**src/icache_cfg_pkg.sv**
```systemverilog
////////////////////////////////////////////////////////////////////////////
// fixed geometry of the 4-way, 16-set instruction cache with 128-bit lines
// fetch addresses are physical and assumed 32-bit aligned
////////////////////////////////////////////////////////////////////////////

package icache_cfg_pkg;

  // cache geometry
  localparam int unsigned NumWays     = 4;
  localparam int unsigned NumSets     = 16;
  localparam int unsigned LineWidth   = 128;
  localparam int unsigned FetchWidth  = 32;

  // address split as tag | set index | byte offset
  localparam int unsigned TagWidth    = 24;
  localparam int unsigned IndexWidth  = 4;
  localparam int unsigned OffsetWidth = 4;
  localparam int unsigned WayIdxWidth = 2;

  typedef logic [TagWidth+IndexWidth+OffsetWidth-1:0] addr_t;
  typedef logic [TagWidth-1:0]                        tag_t;
  typedef logic [IndexWidth-1:0]                      set_idx_t;
  typedef logic [WayIdxWidth-1:0]                     way_idx_t;
  // one-hot way select or way mask
  typedef logic [NumWays-1:0]                         way_oh_t;
  typedef logic [LineWidth-1:0]                       line_t;
  typedef logic [FetchWidth-1:0]                      fetch_t;

endpackage

```
**src/icache_array_if.sv**
```systemverilog
////////////////////////////////////////////////////////////////////////////
// control and status between the cache controller and its datapaths
// all array reads have one cycle of latency
////////////////////////////////////////////////////////////////////////////

`timescale 1ns/1ps

interface icache_array_if;

  // from the controller
  logic                     rden;
  logic                     wren;
  logic                     inv_en;
  logic                     flush_en;
  logic                     lookup_q;
  icache_cfg_pkg::set_idx_t index;
  icache_cfg_pkg::tag_t     tag_q;
  // word within the line
  logic [icache_cfg_pkg::OffsetWidth-3:0] offset_q;

  // from the tag array
  icache_cfg_pkg::way_oh_t  hit_oh;
  icache_cfg_pkg::way_oh_t  vld_rdata;
  logic                     flush_done;

  // from the replacement logic
  icache_cfg_pkg::way_oh_t  victim_oh;
  icache_cfg_pkg::way_idx_t victim_idx;

  modport ctrl (
    output rden, wren, inv_en, flush_en, lookup_q, index, tag_q, offset_q,
    input  hit_oh, flush_done
  );

  modport tag (
    input  rden, wren, inv_en, flush_en, lookup_q, index, tag_q, victim_oh,
    output hit_oh, vld_rdata, flush_done
  );

  modport data (
    input  rden, wren, lookup_q, index, offset_q, hit_oh, victim_oh
  );

  modport repl (
    input  wren, lookup_q, vld_rdata,
    output victim_oh, victim_idx
  );

endinterface

```
**src/icache_repl.sv**
```systemverilog
////////////////////////////////////////////////////////////////////////////
// victim choice, lowest invalid way first, else a 4-bit LFSR way
// LfsrSeed must be nonzero
////////////////////////////////////////////////////////////////////////////

`timescale 1ns/1ps

module icache_repl #(
  parameter logic [3:0] LfsrSeed = 4'h9
) (
  input  logic          clk_i,
  input  logic          rst_ni,
  icache_array_if.repl  arr
);

  logic [3:0]               lfsr_q;
  logic                     all_valid;
  icache_cfg_pkg::way_idx_t inv_way;
  icache_cfg_pkg::way_idx_t victim_d;
  icache_cfg_pkg::way_oh_t  victim_oh_q;

  // lowest-numbered invalid way, scanned from the top down
  always_comb begin
    inv_way = '0;
    for (int w = icache_cfg_pkg::NumWays - 1; w >= 0; w--) begin
      if (!arr.vld_rdata[w]) begin
        inv_way = icache_cfg_pkg::way_idx_t'(w);
      end
    end
  end

  assign all_valid = &arr.vld_rdata;
  assign victim_d  = all_valid ? lfsr_q[icache_cfg_pkg::WayIdxWidth-1:0] : inv_way;

  always_ff @(posedge clk_i or negedge rst_ni) begin
    if (!rst_ni) begin
      lfsr_q      <= LfsrSeed;
      victim_oh_q <= '0;
    end else begin
      // x^4 + x^3 + 1, stepped once per refill
      if (arr.wren) begin
        lfsr_q <= {lfsr_q[2:0], lfsr_q[3] ^ lfsr_q[2]};
      end
      // victim follows the valid bits of the set being looked up
      if (arr.lookup_q) begin
        victim_oh_q <= icache_cfg_pkg::way_oh_t'(1) << victim_d;
      end
    end
  end

  always_comb begin
    arr.victim_idx = '0;
    for (int w = 0; w < icache_cfg_pkg::NumWays; w++) begin
      if (victim_oh_q[w]) begin
        arr.victim_idx = icache_cfg_pkg::way_idx_t'(w);
      end
    end
  end

  assign arr.victim_oh = victim_oh_q;

  // valid bits read during a lookup are never X after the flush
  victim_onehot_a : assert property (
    @(posedge clk_i) disable iff (!rst_ni) arr.lookup_q |=> $onehot(arr.victim_oh)
  ) else $error("icache_repl: victim way not one-hot");

endmodule

```
**src/flat_wrapper.sv**
```systemverilog
// flat-port wrapper written by rule: the top's interface ports become plain ports
module icache_repl_flat 
#(
  parameter logic [3:0] LfsrSeed = 4'h9
)
  (clk_i, rst_ni, arr_wren, arr_lookup_q, arr_vld_rdata, arr_victim_oh, arr_victim_idx);
  icache_array_if arr_i ();
  input  logic clk_i;
  input  logic rst_ni;
  input wire logic [$bits(arr_i.wren)-1:0] arr_wren;
  input wire logic [$bits(arr_i.lookup_q)-1:0] arr_lookup_q;
  input wire logic [$bits(arr_i.vld_rdata)-1:0] arr_vld_rdata;
  output wire logic [$bits(arr_i.victim_oh)-1:0] arr_victim_oh;
  output wire logic [$bits(arr_i.victim_idx)-1:0] arr_victim_idx;
  assign arr_i.wren = arr_wren;
  assign arr_i.lookup_q = arr_lookup_q;
  assign arr_i.vld_rdata = arr_vld_rdata;
  assign arr_victim_oh = arr_i.victim_oh;
  assign arr_victim_idx = arr_i.victim_idx;
  icache_repl #(.LfsrSeed(LfsrSeed)) u_core (.clk_i(clk_i), .rst_ni(rst_ni), .arr(arr_i));
endmodule
```
**config.mk**
```make
export PLATFORM = sky130hd
export DESIGN_NAME = icache_repl_flat
export DESIGN_NICKNAME = d
export VERILOG_FILES = /design/src/icache_cfg_pkg.sv /design/src/icache_array_if.sv /design/src/icache_repl.sv /design/src/flat_wrapper.sv
export SDC_FILE = /design/constraint.sdc
export NUM_CORES = 1
export LEC_CHECK = 0
export ABC_AREA = 0
export BUFFER_PORTS_ARGS = -buffer_cell sky130_fd_sc_hd__buf_4
export CORE_AREA = 2 2 39 41
export CTS_CLUSTER_SIZE = 24
export DETAILED_ROUTE_END_ITERATION = 7
export DIE_AREA = 0 0 41 43
export PLACE_DENSITY_LB_ADDON = 0.25
export SLEW_MARGIN = 20
export SYNTH_ARGS = -nofsm -noshare
export SYNTH_HDL_FRONTEND = slang
export SYNTH_SLANG_ARGS = --single-unit
export TNS_END_PERCENT = 10
```
**constraint.sdc**
```tcl
create_clock -name clk_i -period 0.8 [get_ports clk_i]
set_input_delay 0.12 -clock clk_i [delete_from_list [all_inputs] [get_ports clk_i]]
set_output_delay 0.12 -clock clk_i [all_outputs]
set_load 0.005 [all_outputs]
```
==> impl_metrics.env <==
export IMPL_status="finished with violations"
export IMPL_violations="negative setup slack"
export IMPL_clock_latency_ps=250
export IMPL_ys_types=17
export IMPL_post_route_min_period_ps=1060
export IMPL_grt_max_degree=9
export IMPL_maxSlewHeadroom=0.8483
export IMPL_finalMaxSlewViolations=0
export IMPL_p_comb_frac=0.330
export IMPL_syn_nets=39
export IMPL_timing_critical_path_cells="a21o_1 -> buf_6"
export IMPL_cts_sinks=8
export IMPL_post_place_cells=63
export IMPL_area_delta_synth_final_pct=61.72
export IMPL_fin_ws_ps=-260.4
export IMPL_cts_tree="done"
export IMPL_syn_avg_cell_area_um2=11.70
export IMPL_mappedNetlistArea_um2=362.8
export IMPL_drc_errors=0
export IMPL_cp_start_kind="flip-flop"
export IMPL_highest_layer="met3"
export IMPL_setup_viol=13
export IMPL_dpl_cell_area_um2=509.2
export IMPL_numCtsBuffers=3
export IMPL_clockBufferDepth=2
export IMPL_worst_setup_path_type="flip-flop to primary output"
export IMPL_ant_nets=0
export IMPL_grt_use_total=0.1185
export IMPL_final_hold_viol_count=0
export IMPL_grt_pass1_vias=321
export IMPL_crit_buf_inv=1
export IMPL_diodes=0
export IMPL_yosys_warnings=0
export IMPL_worstPathMaxFanout=2
export IMPL_port_buffers=13
export IMPL_start_util=0.2622
export IMPL_synth_area_mux_share=0.09310
export IMPL_synthSimpleGateAreaFrac=0.07586
export IMPL_crit_family="flip-flops"
export IMPL_antenna_found_initial=0
export IMPL_die_w_um=41
export IMPL_routedWlPerCell_um=11.17
export IMPL_power_density_nw_per_um2=2605
export IMPL_syn_inst=31
export IMPL_nets=62
export IMPL_p_sw_uw=422.4
export IMPL_synth_seq_cells=8
export IMPL_met3WireLength_um=79
export IMPL_avgViaCountPerCell=4.652
export IMPL_htreeDepth=1
export IMPL_dr_wl_met2_um=399
export IMPL_num_vias=321
export IMPL_rsz0062_at_grt="yes"
export IMPL_dieArea_um2=1763
export IMPL_slowest_stage="dfrtp_1"
export IMPL_synth_top_family_by_area="compound AO/OA/AOI/OAI gates"
export IMPL_fmax_ghz=0.9430
export IMPL_cp_end_kind="primary output"
export IMPL_tns_ps=-1485
export IMPL_core_um2=1384
export IMPL_wl_met1_um=293
export IMPL_drive_gt1_frac=0.5660
export IMPL_finalWirelength_um=771
export IMPL_hold_start="arr_wren"
export IMPL_max_cap_violations=0
export IMPL_critical_path_required_ps=680
export IMPL_p_int_mw=1.106
export IMPL_grt_pass1_wl_um=1269
export IMPL_dp_hpwl_um=569.4
export IMPL_switching_share=0.2764
export IMPL_timing_rr_start="u_core.lfsr_q[0]"
export IMPL_pwr_share_clk=0.216
export IMPL_rows=14
export IMPL_overflow=0
export IMPL_finClkSkew_ps=8.241
export IMPL_ys_seq_area_frac=0.5586
export IMPL_ios=14
export IMPL_cts_root_buf="clkbuf_4"
export IMPL_synth_xor_xnor_area_share=0.02414
export IMPL_tightest_slew_ps=227.5
export IMPL_synth_adder_area_share=0
export IMPL_synth_compound_area_frac=0.2172
export IMPL_gp_congestion=0.6131
export IMPL_worstHoldPathType="primary input to flip-flop"
export IMPL_p_leak_nw=0.2815
export IMPL_drt_pass1_iter_count=2
export IMPL_initialDrtViolationCount=3
export IMPL_worst_ep_arrival_time_ps=940
export IMPL_slowest_delay_ps=390
export IMPL_fin_area_um2=586.8
export IMPL_path_clk_slew_ps=60
export IMPL_nFillCells=149
export IMPL_fin_cells=69
export IMPL_fin_crit_sh=1.326
export IMPL_peakVddDrop_v=0.001531
export IMPL_crit_path_start="u_core.arr.victim_oh[1]"
export IMPL_p_seq_frac=0.454
export IMPL_die_height_um=43
## cell type report
class	count	area (um2)	share of cell area
clock buffer	4	26.28	0.04478
multi-input combinational	20	170.2	0.2900
inverter	3	11.26	0.01919
timing repair buffer	18	156.4	0.2665
tap	16	20.02	0.03412
sequential	8	202.7	0.3454
## Yosys cell counts
library cell / count / area share
mux2_2: 3 / 0.093
a21o_1: 1 / 0.021
nor2_1: 1 / 0.010
nand2b_1: 2 / 0.034
nand2_1: 3 / 0.031
o22ai_1: 2 / 0.034
o2111ai_1: 1 / 0.024
inv_1: 3 / 0.031
o2111ai_2: 1 / 0.041
a21oi_1: 1 / 0.014
a21boi_1: 1 / 0.021
dfstp_2: 2 / 0.14
xnor2_1: 1 / 0.024
o21ai_0: 1 / 0.014
dfrtp_1: 6 / 0.41
o211a_1: 1 / 0.028
o21a_1: 1 / 0.021
## logic make-up (layout without fill, tap and decap cells)
| family | count (synthesis) | after routing |
|---|---|---|
| compound gates | 10 | 10 |
| buf+inv | 3 | 25 |
| xor+xnor | 1 | 1 |
| simple gates | 6 | 6 |
| mux | 3 | 3 |
| flops | 8 | 8 |
## worst reg2reg max path, cell delays in order, from the launching register on
cell       delay [ps]
dfstp_2           570
o2111ai_2         130
o211a_1           130
## stage by stage
stage | hold slack, ps | power, mW | worst slack (ps) | util
finish | 50.31 | 1.528 | -260.4 | 0.4241
global route | 38.79 | 1.643 | -321.0 | 0.4241
CTS | 42.13 | 1.513 | -256.9 | 0.4132
detailed placement | -55.40 | 1.071 | -130.8 | 0.3680
global placement | -56.88 | 1.068 | -136.6 | 0.3680
floorplan | -175.6 | 0.8612 | -80.52 | -
## sequential cells by signal, indices dropped and copies added (netlist names)
register              cells
u_core.lfsr_q             4
u_core.arr.victim_oh      4
## power by group through the flow
stage	combinational, mW	sequential, mW	clock (mW)
2_1_floorplan	0.199	0.662	0
3_3_place_gp	0.398	0.670	0
3_5_place_dp	0.395	0.676	0
4_1_cts	0.467	0.693	0.353
5_1_grt	0.548	0.715	0.379
6_report	0.504	0.694	0.330
## cells in the final DEF, fill, tap and decap left out, drive strengths merged
| cell | netlist | layout |
|---|---|---|
| a21boi | 1 | 1 |
| a21o | 1 | 1 |
| a21oi | 1 | 1 |
| buf | 0 | 17 |
| clkbuf | 0 | 4 |
| dfrtp | 6 | 6 |
| dfstp | 2 | 2 |
| dlygate4sd3 | 0 | 1 |
| inv | 3 | 3 |
| mux2 | 3 | 3 |
| nand2 | 3 | 3 |
| nand2b | 2 | 2 |
| nor2 | 1 | 1 |
| o2111ai | 2 | 2 |
| o211a | 1 | 1 |
| o21a | 1 | 1 |
| o21ai | 1 | 1 |
| o22ai | 2 | 2 |
| xnor2 | 1 | 1 |
## final timing paths
check | endpoint | slack, ps | cells after the start
setup / recovery | arr_victim_idx[0] | -260 | 2
hold / removal | u_core.lfsr_q[0] | 50 | 2
setup reg to reg | u_core.arr.victim_oh[0] | -130 | 2
hold reg to reg | u_core.arr.victim_oh[0] | 540 | 1
max in group asynchronous | u_core.lfsr_q[3] | 360 | 2
min in group asynchronous | u_core.arr.victim_oh[2] | 220 | 2
## layer usage
metal | GRT usage | up-vias
li1 | - | 155
met4 | 0.06000 | 0
met1 | 0.1159 | 152
met5 | 0 | -
met3 | 0.09424 | 0
met2 | 0.1719 | 14
## timing repair
action,CTS,global route
resized for setup,5,4
hold buffers,1,0
endpoints found under the hold margin,8,0
setup endpoints to repair,13,13
gates cloned,0,0
setup buffers,1,0
pin swaps,4,1
Note: power is estimated with default switching activity, not from simulation.
