--- config.mk ---
export PLATFORM = sky130hd
export DESIGN_NAME = icache_ctrl_flat
export DESIGN_NICKNAME = d
export VERILOG_FILES = /design/src/icache_cfg_pkg.sv /design/src/icache_mem_pkg.sv /design/src/icache_array_if.sv /design/src/icache_ctrl.sv /design/src/flat_wrapper.sv
export SDC_FILE = /design/constraint.sdc
export NUM_CORES = 1
export LEC_CHECK = 0
export ABC_CLOCK_PERIOD_IN_PS = 1700
export BUFFER_PORTS_ARGS = -buffer_cell sky130_fd_sc_hd__buf_2
export CORE_ASPECT_RATIO = 1.1
export CORE_MARGIN = 5
export CORE_UTILIZATION = 36
export CTS_CLUSTER_DIAMETER = 120
export CTS_CLUSTER_SIZE = 12
export DETAILED_ROUTE_END_ITERATION = 10
export PLACE_DENSITY = 0.76
export SLEW_MARGIN = 5
export SYNTH_ARGS = -nofsm -noshare
export SYNTH_HDL_FRONTEND = slang
export SYNTH_SLANG_ARGS = --single-unit
--- constraint.sdc ---
create_clock -name clk_i -period 1.7 [get_ports clk_i]
set_input_delay 0.085 -clock clk_i [delete_from_list [all_inputs] [get_ports clk_i]]
set_output_delay 0.085 -clock clk_i [all_outputs]
set_load 0.05 [all_outputs]
--- src/icache_cfg_pkg.sv ---
////////////////////////////////////////////////////////////////////////////
// fixed geometry of the 4-way, 16-set instruction cache with 128-bit lines
// fetch addresses are physical and assumed 32-bit aligned
////////////////////////////////////////////////////////////////////////////

package icache_cfg_pkg;

  // cache geometry
  localparam int unsigned NumWays     = 4;
  localparam int unsigned NumSets     = 16;
  localparam int unsigned LineWidth   = 128;
  localparam int unsigned FetchWidth  = 32;

  // address split as tag | set index | byte offset
  localparam int unsigned TagWidth    = 24;
  localparam int unsigned IndexWidth  = 4;
  localparam int unsigned OffsetWidth = 4;
  localparam int unsigned WayIdxWidth = 2;

  typedef logic [TagWidth+IndexWidth+OffsetWidth-1:0] addr_t;
  typedef logic [TagWidth-1:0]                        tag_t;
  typedef logic [IndexWidth-1:0]                      set_idx_t;
  typedef logic [WayIdxWidth-1:0]                     way_idx_t;
  // one-hot way select or way mask
  typedef logic [NumWays-1:0]                         way_oh_t;
  typedef logic [LineWidth-1:0]                       line_t;
  typedef logic [FetchWidth-1:0]                      fetch_t;

endpackage

--- src/icache_mem_pkg.sv ---
////////////////////////////////////////////////////////////////////////////
// refill request and return port types of the instruction cache
// one return word carries either a full line or an invalidation record
////////////////////////////////////////////////////////////////////////////

package icache_mem_pkg;

  // kind of a return beat, decides how the payload is decoded
  typedef enum logic {
    ICACHE_IFILL_ACK = 1'b0,
    ICACHE_INV_REQ   = 1'b1
  } rtrn_type_e;

  // unused upper bits of an invalidation record
  localparam int unsigned InvPadWidth = icache_cfg_pkg::LineWidth - 2
                                        - icache_cfg_pkg::WayIdxWidth
                                        - icache_cfg_pkg::IndexWidth;

  // invalidation record in the low bits of the return word
  typedef struct packed {
    logic [InvPadWidth-1:0]   pad;
    // clear every way of the set
    logic                     all_ways;
    // clear only the way given in way
    logic                     one_way;
    icache_cfg_pkg::way_idx_t way;
    icache_cfg_pkg::set_idx_t idx;
  } inv_req_t;

  // same 128-bit return word, read as refill data or invalidation
  typedef union packed {
    icache_cfg_pkg::line_t data;
    inv_req_t              inv;
  } rtrn_payload_u;

endpackage

--- src/icache_array_if.sv ---
////////////////////////////////////////////////////////////////////////////
// control and status between the cache controller and its datapaths
// all array reads have one cycle of latency
////////////////////////////////////////////////////////////////////////////

`timescale 1ns/1ps

interface icache_array_if;

  // from the controller
  logic                     rden;
  logic                     wren;
  logic                     inv_en;
  logic                     flush_en;
  logic                     lookup_q;
  icache_cfg_pkg::set_idx_t index;
  icache_cfg_pkg::tag_t     tag_q;
  // word within the line
  logic [icache_cfg_pkg::OffsetWidth-3:0] offset_q;

  // from the tag array
  icache_cfg_pkg::way_oh_t  hit_oh;
  icache_cfg_pkg::way_oh_t  vld_rdata;
  logic                     flush_done;

  // from the replacement logic
  icache_cfg_pkg::way_oh_t  victim_oh;
  icache_cfg_pkg::way_idx_t victim_idx;

  modport ctrl (
    output rden, wren, inv_en, flush_en, lookup_q, index, tag_q, offset_q,
    input  hit_oh, flush_done
  );

  modport tag (
    input  rden, wren, inv_en, flush_en, lookup_q, index, tag_q, victim_oh,
    output hit_oh, vld_rdata, flush_done
  );

  modport data (
    input  rden, wren, lookup_q, index, offset_q, hit_oh, victim_oh
  );

  modport repl (
    input  wren, lookup_q, vld_rdata,
    output victim_oh, victim_idx
  );

endinterface

--- src/icache_ctrl.sv ---
////////////////////////////////////////////////////////////////////////////
// cache controller with flush, idle, lookup and miss states
// a flush request during a miss waits for the next idle cycle
// refill returns are consumed unconditionally, one miss at a time
////////////////////////////////////////////////////////////////////////////

`timescale 1ns/1ps

module icache_ctrl (
  input  logic                       clk_i,
  input  logic                       rst_ni,
  input  logic                       en_i,
  input  logic                       flush_i,
  // fetch side
  input  logic                       req_i,
  input  icache_cfg_pkg::addr_t      addr_i,
  output logic                       ready_o,
  output logic                       valid_o,
  output logic                       miss_o,
  output icache_cfg_pkg::addr_t      addr_o,
  // memory side
  output logic                       mem_req_o,
  input  logic                       mem_ack_i,
  output icache_cfg_pkg::addr_t      mem_addr_o,
  output logic                       mem_nc_o,
  input  logic                       mem_rtrn_vld_i,
  input  icache_mem_pkg::rtrn_type_e mem_rtrn_type_i,
  icache_array_if.ctrl               arr
);

  typedef enum logic [1:0] {FLUSH, IDLE, READ, MISS} state_e;

  state_e                state_d, state_q;
  logic                  cache_en_d, cache_en_q;
  logic                  flush_d, flush_q;
  logic                  inv_q;
  logic                  lookup_d, lookup_q;
  logic                  accept;
  icache_cfg_pkg::addr_t addr_q;

  ////////////////////////////////////////////////////////////////////////////
  // address fields and memory request
  ////////////////////////////////////////////////////////////////////////////

  assign accept = ready_o & req_i;

  // a new request addresses the arrays directly from addr_i
  assign arr.index    = accept ? addr_i[icache_cfg_pkg::OffsetWidth +: icache_cfg_pkg::IndexWidth]
                               : addr_q[icache_cfg_pkg::OffsetWidth +: icache_cfg_pkg::IndexWidth];
  assign arr.tag_q    = addr_q[icache_cfg_pkg::OffsetWidth + icache_cfg_pkg::IndexWidth +:
                               icache_cfg_pkg::TagWidth];
  assign arr.offset_q = addr_q[2 +: icache_cfg_pkg::OffsetWidth - 2];
  assign arr.lookup_q = lookup_q;
  assign addr_o       = addr_q;

  // disabled cache fetches one word, enabled cache a full line
  assign mem_nc_o   = ~cache_en_q;
  assign mem_addr_o = mem_nc_o ? (addr_q & ~icache_cfg_pkg::addr_t'(3))
                               : (addr_q & ~icache_cfg_pkg::addr_t'(
                                            icache_cfg_pkg::LineWidth / 8 - 1));

  // invalidations share the return port with refills
  assign arr.inv_en = mem_rtrn_vld_i && (mem_rtrn_type_i == icache_mem_pkg::ICACHE_INV_REQ);

  ////////////////////////////////////////////////////////////////////////////
  // state machine
  ////////////////////////////////////////////////////////////////////////////

  always_comb begin
    state_d      = state_q;
    cache_en_d   = cache_en_q;
    // remember flush requests until the next idle
    flush_d      = flush_q | flush_i;
    lookup_d     = 1'b0;
    arr.flush_en = 1'b0;
    arr.rden     = 1'b0;
    arr.wren     = 1'b0;
    ready_o      = 1'b0;
    valid_o      = 1'b0;
    mem_req_o    = 1'b0;
    miss_o       = 1'b0;

    unique case (state_q)
      // clear one set of valid bits per cycle
      FLUSH: begin
        arr.flush_en = 1'b1;
        if (arr.flush_done) begin
          state_d    = IDLE;
          flush_d    = 1'b0;
          cache_en_d = en_i;
        end
      end
      IDLE: begin
        // disabling takes effect at once, enabling goes through a flush
        cache_en_d = cache_en_q & en_i;
        if (flush_d || (en_i && !cache_en_q)) begin
          state_d = FLUSH;
        end else if (!mem_rtrn_vld_i) begin
          // an incoming invalidation owns the arrays this cycle
          ready_o = 1'b1;
          if (req_i) begin
            arr.rden = cache_en_d;
            lookup_d = cache_en_d;
            state_d  = READ;
          end
        end
      end
      READ: begin
        if (lookup_q && |arr.hit_oh && !inv_q) begin
          valid_o    = 1'b1;
          state_d    = IDLE;
          cache_en_d = cache_en_q & en_i;
          // back-to-back hit unless a flush or an invalidation intervenes
          if (!mem_rtrn_vld_i && !flush_d) begin
            ready_o = 1'b1;
            if (req_i) begin
              arr.rden = cache_en_d;
              lookup_d = cache_en_d;
              state_d  = READ;
            end
          end
        end else if (lookup_q && inv_q) begin
          // tags were read around an invalidation, look up once more
          arr.rden = 1'b1;
          lookup_d = 1'b1;
        end else begin
          // miss or uncached fetch, hold the request until acknowledged
          mem_req_o = 1'b1;
          if (mem_ack_i) begin
            miss_o  = cache_en_q;
            state_d = MISS;
          end
        end
      end
      MISS: begin
        if (mem_rtrn_vld_i && (mem_rtrn_type_i == icache_mem_pkg::ICACHE_IFILL_ACK)) begin
          valid_o  = 1'b1;
          // uncached data is passed on and not stored
          arr.wren = cache_en_q;
          state_d  = IDLE;
        end
      end
    endcase
  end

  always_ff @(posedge clk_i or negedge rst_ni) begin
    if (!rst_ni) begin
      state_q    <= FLUSH;
      cache_en_q <= 1'b0;
      flush_q    <= 1'b0;
      inv_q      <= 1'b0;
      lookup_q   <= 1'b0;
    end else begin
      state_q    <= state_d;
      cache_en_q <= cache_en_d;
      flush_q    <= flush_d;
      inv_q      <= arr.inv_en;
      lookup_q   <= lookup_d;
    end
  end

  // fetch address, held for lookup, refill and output
  always_ff @(posedge clk_i) begin
    if (accept) begin
      addr_q <= addr_i;
    end
  end

  ////////////////////////////////////////////////////////////////////////////
  // assertions
  ////////////////////////////////////////////////////////////////////////////

  state_legal_a : assert property (
    @(posedge clk_i) disable iff (!rst_ni) state_q inside {FLUSH, IDLE, READ, MISS}
  ) else $error("icache_ctrl: illegal state");

  // a refill and an invalidation never share a return cycle
  wren_inv_a : assert property (
    @(posedge clk_i) disable iff (!rst_ni) !(arr.wren && arr.inv_en)
  ) else $error("icache_ctrl: refill write during invalidation");

endmodule

--- src/flat_wrapper.sv ---
// flat-port wrapper written by rule: the top's interface ports become plain ports
module icache_ctrl_flat 
  (clk_i, rst_ni, en_i, flush_i, req_i, addr_i, ready_o, valid_o, miss_o, addr_o, mem_req_o, mem_ack_i, mem_addr_o, mem_nc_o, mem_rtrn_vld_i, mem_rtrn_type_i, arr_rden, arr_wren, arr_inv_en, arr_flush_en, arr_lookup_q, arr_index, arr_tag_q, arr_offset_q, arr_hit_oh, arr_flush_done);
  icache_array_if arr_i ();
  input  logic clk_i;
  input  logic rst_ni;
  input  logic en_i;
  input  logic flush_i;
  input  logic req_i;
  input  icache_cfg_pkg::addr_t addr_i;
  output logic ready_o;
  output logic valid_o;
  output logic miss_o;
  output icache_cfg_pkg::addr_t addr_o;
  output logic mem_req_o;
  input  logic mem_ack_i;
  output icache_cfg_pkg::addr_t mem_addr_o;
  output logic mem_nc_o;
  input  logic mem_rtrn_vld_i;
  input  icache_mem_pkg::rtrn_type_e mem_rtrn_type_i;
  output wire logic [$bits(arr_i.rden)-1:0] arr_rden;
  output wire logic [$bits(arr_i.wren)-1:0] arr_wren;
  output wire logic [$bits(arr_i.inv_en)-1:0] arr_inv_en;
  output wire logic [$bits(arr_i.flush_en)-1:0] arr_flush_en;
  output wire logic [$bits(arr_i.lookup_q)-1:0] arr_lookup_q;
  output wire logic [$bits(arr_i.index)-1:0] arr_index;
  output wire logic [$bits(arr_i.tag_q)-1:0] arr_tag_q;
  output wire logic [$bits(arr_i.offset_q)-1:0] arr_offset_q;
  input wire logic [$bits(arr_i.hit_oh)-1:0] arr_hit_oh;
  input wire logic [$bits(arr_i.flush_done)-1:0] arr_flush_done;
  assign arr_rden = arr_i.rden;
  assign arr_wren = arr_i.wren;
  assign arr_inv_en = arr_i.inv_en;
  assign arr_flush_en = arr_i.flush_en;
  assign arr_lookup_q = arr_i.lookup_q;
  assign arr_index = arr_i.index;
  assign arr_tag_q = arr_i.tag_q;
  assign arr_offset_q = arr_i.offset_q;
  assign arr_i.hit_oh = arr_hit_oh;
  assign arr_i.flush_done = arr_flush_done;
  icache_ctrl u_core (.clk_i(clk_i), .rst_ni(rst_ni), .en_i(en_i), .flush_i(flush_i), .req_i(req_i), .addr_i(addr_i), .ready_o(ready_o), .valid_o(valid_o), .miss_o(miss_o), .addr_o(addr_o), .mem_req_o(mem_req_o), .mem_ack_i(mem_ack_i), .mem_addr_o(mem_addr_o), .mem_nc_o(mem_nc_o), .mem_rtrn_vld_i(mem_rtrn_vld_i), .mem_rtrn_type_i(mem_rtrn_type_i), .arr(arr_i));
endmodule
==> flow_summary_export.csv, run 1 <==
group,metric,value,unit
outcome,outcome,"finished, violations left",
outcome,violations,"setup timing",
routing,vias_per_cell,4.35,
routing,drc,0,
place,hpwl,4120,um
sta,max_freq,0.501,GHz
place,place.gp.congestion,0.904,
critical_path,crit_type,"flop to output port",
run,max_cap_viol_count,0,
final_layout,postLayoutCellArea,3190,um2
global_routing,grt_antenna_before_repair,0,
pwr,intPower,2.04,mW
final_layout,antennaDiodeCount,0,
clocking,cts.sinks,38,
routing,drt_first_pass_iters,4,
routing,drtIter0Drc,30,
final_layout,final_common_cell,"buf_2",
sta,setup_viol,37,
floorplanning,ios,149,
final_layout,final_core_util,59.9,%
global_routing,grt_first_pass_wirelength,8200,um
sta,final.period_utilization,117,%
synth,yosys.cell_types.count,30,
synth,postSynthCellCount,151,
synth,yosys_register_bits,38,
floorplanning,die_h,87.3,um
place,dpl_cell_area,2500,um2
critical_path,cp_slowest_cell,"dfrtp_1",
critical_path,path_max_fanout,7,
sta,fin_ws,-297,ps
min_path,hold_class,"input pin to flop",
pwr,seqPwrFrac,35.7,%
global_routing,grt_overflow,0,
critical_path,max_stage_delay,400,ps
synth,syn-cell-area,1960,um2
place,portBuffers,146,
clocking,max-clock-path-buffers,2,
pwr,swShare,36.1,%
routing,drt_wl_total,5830,um
pwr,peakVddDrop,0.644,mV
routing,drt-wirelength-per-cell,15.4,um
clocking,cts_root_buf,"clkbuf_8",
routing,antenna_left,0,
critical_path,worst-path-buf-inv,1,
floorplanning,core.rowCount,28,
pwr,comb_power_share,41.3,%
clocking,worstSkewPairLatency,290,ps
critical_path,cp-start-kind,"flop",
critical_path,critPathArrivalTime,1910,ps
clocking,cts_buffers,5,
clocking,clk_pin_slew,80,ps
final_layout,nNetsFinal,353,
floorplanning,die_x,80.3,um
synth,yosysWarnings,0,
sta,slew_violations,0,
final_layout,fillers,431,
global_routing,grt_pass1_vias,1696,
global_routing,grt_max_degree,17,
critical_path,crit_chain,"nand2b_4, nor2_4, a22o_1, and3_4, mux2_4, buf_8",
sta,finalHoldViolCount,0,
critical_path,crit_family,"simple AND/OR/NAND/NOR gates",
pwr,switching_power,1.16,mW
floorplanning,die-area,7010,um2
pwr,p_clk_share,23.0,%
final_layout,layout_common_cells,"buf_2, dlygate4sd3_1, edfxtp_1, buf_4",
sta,grt_setup_unrepaired,"yes",
sta,post-route-min-period,2000,ps
critical_path,rr_startpoint,"u_core.state_q[0]",
synth,ys_seq_area_share,56.8,%
synth,syn_area_per_cell,13.0,um2
floorplanning,start_util,36.7,%
sta,holdWs,78.4,ps
clocking,cts_tree,"yes",
critical_path,cp-end-kind,"output port",
sta,fin_skew,12.1,ps
min_path,hold_start,"en_i",
routing,vias,1650,
pwr,powerDensity,1000,nW/um2
critical_path,cp-startpoint,"u_core.inv_q",
place,place_ws,-88.0,ps
final_layout,drive_gt1_share,67.4,%
global_routing,track_usage,15.6,%
floorplanning,coreArea,5330,um2
critical_path,cp.required,1620,ps
pwr,power.leakage,1.49,nW
clocking,htree_levels,2,
final_layout,synthToLayoutAreaGrowth,63.0,%
through the flow:
step / std cells / TNS [ps] / total power [mW]
4_1_cts: 375 / -1460 / 3.07
5_1_grt: 379 / -4570 / 3.37
2_1_floorplan: 152 / -622 / 1.90
3_5_place_dp: 331 / -796 / 2.19
3_3_place_gp: 331 / -162 / 2.17
6_report: 379 / -2340 / 3.20
area by class of cell:
type / count / area (um2) / area share (%)
well taps: 75 / 93.8 / 2.94
clock buffers: 5 / 68.8 / 2.16
repair buffers: 203 / 1320 / 41.3
flip-flops and latches: 38 / 1110 / 35.0
multi-input cells: 51 / 541 / 16.9
inverters: 5 / 18.8 / 0.588
clock inverters: 2 / 33.8 / 1.06
power groups by stage:
| stage | logic (mW) | registers, mW | clock network (mW) |
|---|---|---|---|
| 3_3_place_gp | 1.04 | 1.13 | 0 |
| 3_5_place_dp | 1.05 | 1.14 | 0 |
| 4_1_cts | 1.19 | 1.12 | 0.760 |
| 5_1_grt | 1.40 | 1.15 | 0.816 |
| 2_1_floorplan | 0.689 | 1.21 | 0 |
| 6_report | 1.32 | 1.14 | 0.736 |
routing by layer:
metal	wire length, um	global-route usage [%]	share of wire (%)	vias up
met4	61	6.14	1.0	0
met2	3220	28.3	55	97
met3	582	6.52	10	6
met1	1960	15.7	34	777
li1	-	-	-	770
met5	0	0	0	-
cells in the mapped netlist:
cell	instances	area share, %
a211oi_1	1	0.38
a21oi_1	3	0.77
a22o_1	1	0.45
a22o_2	2	1.0
a22oi_1	1	0.38
a31oi_1	2	0.64
a41oi_1	1	0.45
and2_1	1	0.32
and3_1	4	1.3
and4b_1	1	0.51
buf_4	56	21
buf_6	1	0.58
clkbuf_1	1	0.19
conb_1	1	0.19
dfrtp_1	6	7.7
edfxtp_1	32	49
ha_1	4	2.6
inv_1	5	0.96
mux2_2	2	1.2
mux2_4	4	3.1
nand2_1	3	0.58
nand2b_1	3	0.96
nand3_1	1	0.26
nor2_1	5	0.96
nor2_2	1	0.32
nor2b_1	4	1.3
nor4_4	1	1.1
nor4b_1	1	0.45
o21ai_0	2	0.51
o22a_1	1	0.45
flip-flops by register name (all words and copies together), names as in the netlist:
register	count
u_core.addr_o	32
u_core.arr.lookup_q	1
u_core.cache_en_q	1
u_core.flush_q	1
u_core.inv_q	1
u_core.state_q	2
what timing repair did:
item                                    4_1_cts  5_1_grt
endpoints found under the setup margin       26       40
hold buffers                                 34        0
pin swaps                                     3        4
setup buffers                                 4        4
gates resized for setup                      25       22
endpoints found under the hold margin        39        0
kinds of logic (layout without fill, tap and decap cells):
| kind of cell | Yosys count | in the layout | synth area share, % |
|---|---|---|---|
| fa+ha+maj | 4 | 4 | 2.56 |
| other cells | 1 | 2 | 0.192 |
| compound gates | 14 | 14 | 5.05 |
| simple gates | 25 | 25 | 7.99 |
| buf+inv | 63 | 215 | 23.2 |
| flops | 38 | 38 | 56.8 |
| mux | 6 | 6 | 4.22 |
worst register-to-register path, delay by kind of cell, from the launching register on:
| kind | cells | cell delay [ps] |
|---|---|---|
| buffers and inverters | 2 | 280 |
| adders and majority gates | 1 | 160 |
| muxes | 1 | 340 |
| AOI/OAI and AO/OA | 3 | 530 |
| DFF | 1 | 450 |
worst paths after layout:
path / end / slack, ps / cells past startpoint
max: arr_index[2] / -300 / 6
min: u_core.cache_en_q / 80 / 2
max reg2reg: u_core.state_q[0] / -150 / 7
min reg2reg: u_core.cache_en_q / 660 / 2
max in group asynchronous: u_core.arr.lookup_q / 1380 / 2
min in group asynchronous: u_core.cache_en_q / 150 / 2
Note: power is estimated with default switching activity, not from simulation.
==> run 2: changes to the inputs <==
--- a/config.mk
+++ b/config.mk
@@ -14,6 +14,7 @@
 export CTS_CLUSTER_SIZE = 12
 export DETAILED_ROUTE_END_ITERATION = 10
 export PLACE_DENSITY = 0.76
+export SKIP_LAST_GASP = 1
 export SLEW_MARGIN = 5
 export SYNTH_ARGS = -nofsm -noshare
 export SYNTH_HDL_FRONTEND = slang
==> run 2 against run 1 <==
Against the previous run:
- the run still ends with setup timing left
- flip-flop and latch count unchanged
- clock skew grew 0.84 ps
- combinational power is essentially flat
- clock power up 0.7%
- via count decreased by 0.67%
- wire length is 1.1% lower
- first-iteration DRC count shrank 30%
- critical path type unchanged
- critical endpoint unchanged
- largest cell class unchanged
- highest routed layer unchanged
==> flow_summary_export.csv, run 2 (same netlist as run 1, synthesis figures left out) <==
group,metric,value,unit
outcome,outcome,"finished, violations left",
outcome,violations,"setup timing",
global_routing,grt_pass1_vias,1699,
pwr,power.leakage,1.49,nW
routing,drt_first_pass_iters,4,
clocking,cts.sinks,38,
routing,vias_per_cell,4.32,
routing,antenna_left,0,
global_routing,track_usage,15.6,%
routing,vias,1639,
critical_path,max_stage_delay,400,ps
critical_path,cp-start-kind,"flop",
clocking,worstSkewPairLatency,290,ps
final_layout,antennaDiodeCount,0,
final_layout,synthToLayoutAreaGrowth,62.8,%
pwr,powerDensity,999,nW/um2
clocking,cts_tree,"yes",
critical_path,path_max_fanout,7,
final_layout,drive_gt1_share,67.1,%
run,max_cap_viol_count,0,
final_layout,nNetsFinal,353,
final_layout,postLayoutCellArea,3190,um2
clocking,htree_levels,2,
final_layout,fillers,434,
global_routing,grt_antenna_before_repair,0,
clocking,max-clock-path-buffers,2,
sta,post-route-min-period,1970,ps
floorplanning,die_x,80.3,um
pwr,seqPwrFrac,35.9,%
clocking,cts_root_buf,"clkbuf_8",
floorplanning,ios,149,
pwr,p_clk_share,23.3,%
floorplanning,die-area,7010,um2
clocking,clk_pin_slew,80,ps
critical_path,crit_chain,"nand2b_4, nor2_4, a22o_1, and3_4, mux2_4, buf_8",
critical_path,cp-end-kind,"output port",
final_layout,largest_reg_flops,32,
pwr,peakVddDrop,0.638,mV
sta,fin_ws,-265,ps
place,dpl_cell_area,2500,um2
critical_path,cp.required,1620,ps
global_routing,grt_first_pass_wirelength,8180,um
sta,setup_viol,10,
global_routing,grt_max_degree,17,
floorplanning,die_h,87.3,um
critical_path,cp_slowest_cell,"dfrtp_1",
pwr,switching_power,1.15,mW
sta,fin_skew,13.0,ps
sta,grt_setup_unrepaired,"yes",
critical_path,worst-path-buf-inv,1,
sta,finalHoldViolCount,0,
final_layout,final_common_cell,"buf_2",
pwr,comb_power_share,40.8,%
global_routing,grt_overflow,0,
min_path,hold_class,"input pin to flop",
clocking,cts_buffers,5,
sta,slew_violations,0,
place,portBuffers,146,
routing,drt_wl_total,5760,um
routing,drc,0,
pwr,intPower,2.04,mW
floorplanning,coreArea,5330,um2
sta,max_freq,0.509,GHz
sta,fin_setup_tns,-1660,ps
critical_path,crit_type,"flop to output port",
floorplanning,start_util,36.7,%
routing,drtIter0Drc,21,
critical_path,critPathArrivalTime,1880,ps
critical_path,crit_family,"simple AND/OR/NAND/NOR gates",
pwr,swShare,36.0,%
place,place.gp.congestion,0.904,
sta,final.period_utilization,116,%
final_layout,layout_common_cells,"buf_2, dlygate4sd3_1, edfxtp_1, buf_4, buf_6",
routing,drt-wirelength-per-cell,15.2,um
place,hpwl,4120,um
floorplanning,core.rowCount,28,
-- run 2: what timing repair did --
item,4_1_cts,5_1_grt
setup buffers,4,4
gates resized for setup,23,24
endpoints found under the hold margin,39,0
hold buffers,34,0
endpoints found under the setup margin,26,40
pin swaps,3,3
-- run 2: per-layer routing --
metal	part of all wire (%)	vias up	track usage, %
met5	0	-	0
met4	1.4	0	6.14
met3	9.8	8	6.52
met2	55	93	28.3
met1	34	768	15.6
li1	-	770	-
-- run 2: path summary, 6_finish.rpt --
check / to / slack [ps] / from / cells past startpoint
min reg2reg: u_core.cache_en_q / 650 / u_core.cache_en_q / 2
max in group asynchronous: u_core.arr.lookup_q / 1380 / rst_ni / 2
max reg2reg: u_core.state_q[1] / -130 / u_core.state_q[0] / 7
min in group asynchronous: u_core.cache_en_q / 140 / rst_ni / 2
min: u_core.cache_en_q / 60 / en_i / 2
max: arr_index[2] / -270 / u_core.inv_q / 6
-- run 2: stage by stage --
stage | hold WS, ps | std cells | setup WS (ps) | utilization [%] | total power [mW]
detailed placement | -76.3 | 331 | -88.0 | 47.0 | 2.19
finish | 59.4 | 379 | -265 | 59.8 | 3.18
global placement | -79.5 | 331 | -44.6 | 47.0 | 2.17
CTS | 60.4 | 375 | -256 | 57.1 | 3.07
floorplan | -211 | 152 | -144 | - | 1.90
global route | 64.1 | 379 | -355 | 59.8 | 3.36
-- run 2: worst register-to-register path: cells and delay by family (launching register included) --
family                   cells  cell delay [ps]
flip-flops                   1              450
multiplexers                 1              370
adder cells (fa/ha/maj)      1              160
buffers and inverters        2              280
AO/OA/AOI/OAI                3              470
-- run 2: cell type report --
cell class,instances,area (um2),share of cell area [%]
tap,75,93.8,2.95
clock inverter,2,33.8,1.06
timing repair buffer,203,1320,41.5
inverter,5,18.8,0.589
sequential,38,1110,35.0
multi-input combinational,51,533,16.7
clock buffer,5,68.8,2.16
-- run 2: power by group through the flow --
stage	Sequential (mW)	Combinational, mW	Clock, mW
after floorplan	1.21	0.689	0
after global placement	1.13	1.04	0
after detailed placement	1.14	1.05	0
after CTS	1.12	1.19	0.760
after global routing	1.15	1.39	0.816
final	1.14	1.30	0.741
==> run 3: changes to the inputs <==
--- a/config.mk
+++ b/config.mk
@@ -9,11 +9,12 @@
 export BUFFER_PORTS_ARGS = -buffer_cell sky130_fd_sc_hd__buf_2
 export CORE_ASPECT_RATIO = 1.1
 export CORE_MARGIN = 5
-export CORE_UTILIZATION = 36
+export CORE_UTILIZATION = 37
+export CTS_BUF_LIST = sky130_fd_sc_hd__clkbuf_8
 export CTS_CLUSTER_DIAMETER = 120
 export CTS_CLUSTER_SIZE = 12
 export DETAILED_ROUTE_END_ITERATION = 10
-export PLACE_DENSITY = 0.76
+export PLACE_DENSITY = 0.78
 export SKIP_LAST_GASP = 1
 export SLEW_MARGIN = 5
 export SYNTH_ARGS = -nofsm -noshare
==> run 3 against run 2 <==
Against the previous run:
- the flow still finishes with violations (setup timing)
- flip-flop and latch count did not move
- clock power rose by 20%
- maximum frequency barely moved
- critical path depth did not move
- critical endpoint unchanged
- largest power group unchanged
- combinational power barely moved
- first-iteration DRC count rose by 52%
- die area fell by 2.4%
- clock skew fell by 7.8 ps
- worst setup slack improved by 0.51 ps
- critical path type unchanged
==> flow_summary_export.csv, run 3 (same netlist as run 1, synthesis figures left out) <==
group,metric,value,unit
critical_path,crit_type,"flop to output port",
global_routing,track_usage,15.3,%
sta,slew_violations,0,
pwr,power.total,3.35,mW
sta,holdWs,63.5,ps
critical_path,cp_slowest_cell,"dfrtp_1",
clocking,htree_levels,2,
outcome,outcome,"finished, violations left",
sta,post-route-min-period,1960,ps
global_routing,grt_max_degree,13,
routing,drt_wl_total,5500,um
floorplanning,die_h,86.3,um
floorplanning,ios,149,
sta,fin_ws,-265,ps
critical_path,max_stage_delay,400,ps
pwr,power.leakage,1.50,nW
floorplanning,die-area,6850,um2
final_layout,fillers,358,
routing,drt-wirelength-per-cell,15.2,um
pwr,peakVddDrop,0.788,mV
final_layout,largest_reg_flops,32,
global_routing,grt_antenna_before_repair,0,
place,hpwl,3880,um
sta,max_freq,0.509,GHz
sta,grt_setup_unrepaired,"yes",
global_routing,grt_first_pass_wirelength,8090,um
final_layout,synthToLayoutAreaGrowth,63.0,%
final_layout,antennaDiodeCount,0,
clocking,cts_buffers,5,
sta,setup_viol,21,
clocking,clk_pin_slew,70,ps
routing,drt_first_pass_iters,4,
critical_path,cp-end-kind,"output port",
routing,drtIter0Drc,32,
global_routing,grt_pass1_vias,1703,
critical_path,path_max_fanout,7,
pwr,powerDensity,1050,nW/um2
place,place.gp.congestion,0.875,
clocking,worstSkewPairLatency,280,ps
floorplanning,core.rowCount,27,
clocking,cts_root_buf,"clkbuf_8",
place,portBuffers,146,
critical_path,cp.required,1620,ps
routing,wl_met1,1820,um
critical_path,critPathArrivalTime,1880,ps
routing,drc,0,
routing,vias_per_cell,4.39,
floorplanning,die_x,79.3,um
sta,final.period_utilization,116,%
critical_path,crit_chain,"nand2b_4, nor2_4, a22o_1, and3_4, mux2_4, buf_6",
final_layout,final_common_cell,"buf_2",
floorplanning,coreArea,5070,um2
run,max_cap_viol_count,0,
routing,antenna_left,0,
global_routing,grt_overflow,0,
clocking,cts.sinks,38,
clocking,cts_tree,"yes",
min_path,hold_class,"input pin to flop",
routing,dr_wl_met3,472,um
critical_path,cp-start-kind,"flop",
final_layout,drive_gt1_share,66.2,%
sta,finalHoldViolCount,0,
routing,top_layer,"met4",
final_layout,nNetsFinal,353,
sta,fin_skew,5.15,ps
outcome,violations,"setup timing",
routing,vias,1593,
routing,dr_wl_met2,3090,um
final_layout,layout_common_cells,"buf_2, dlygate4sd3_1, edfxtp_1, buf_4, buf_6",
clocking,max-clock-path-buffers,2,
floorplanning,start_util,38.6,%
run 3: cell count changes in the layout (fill, tap and decap cells not counted), moves of 2 or more:
cell	before	now
buf_4	21	18
a22o_2	0	2
a22o_4	2	0
buf_8	4	6
run 3: worst paths after layout:
path / startpoint / to / slack (ps) / depth (start not counted)
min: mem_rtrn_type_i / u_core.inv_q / 60 / 2
max: u_core.inv_q / arr_index[2] / -260 / 6
min in group asynchronous: rst_ni / u_core.flush_q / 160 / 2
min reg2reg: u_core.flush_q / u_core.flush_q / 610 / 2
max in group asynchronous: rst_ni / u_core.arr.lookup_q / 1370 / 2
max reg2reg: u_core.inv_q / u_core.addr_o[1] / -80 / 7
run 3: per-stage QoR:
step	area [um2]	instances	TNS [ps]	setup WS (ps)	utilization, %
after floorplan	2000	152	-622	-144	-
after global placement	2470	313	-158	-40.4	48.8
after detailed placement	2470	313	-920	-107	48.8
after CTS	3100	358	-1610	-273	61.2
after global routing	3190	363	-4070	-350	62.9
final	3190	363	-2160	-265	62.9
run 3: final cells by class:
class | count | area [um2] | area share, %
timing repair buffer | 203 | 1340 | 42.1
multi-input combinational | 51 | 508 | 15.9
tap | 58 | 72.6 | 2.28
clock inverter | 3 | 63.8 | 2.00
inverter | 5 | 21.3 | 0.667
sequential | 38 | 1110 | 34.9
clock buffer | 5 | 68.8 | 2.16
run 3: worst max-delay path: cells and delay by family (launching register included):
| kind | cells | cell delay (ps) |
|---|---|---|
| DFF | 1 | 400 |
| and+or+nand+nor | 3 | 560 |
| muxes | 1 | 330 |
| buffers and inverters | 1 | 150 |
| AOI/OAI and AO/OA | 1 | 160 |
run 3: repair_timing:
action                     CTS  global route
setup endpoints to repair   22            36
hold endpoints to repair    39             0
gates resized for setup     34            14
hold buffers                34             0
buffers inserted             3             5
pin swaps                    5             2
run 3: power breakdown:
| group | switching (mW) | internal (mW) | total (mW) |
|---|---|---|---|
| registers | 0.0575 | 1.08 | 1.14 |
| clock network | 0.310 | 0.581 | 0.891 |
| logic | 0.770 | 0.552 | 1.32 |
run 3: routing by layer:
metal	up-vias	track usage (%)
met5	-	0
met4	0	6.72
met3	12	3.53
met2	92	30.2
met1	719	15.0
li1	770	-
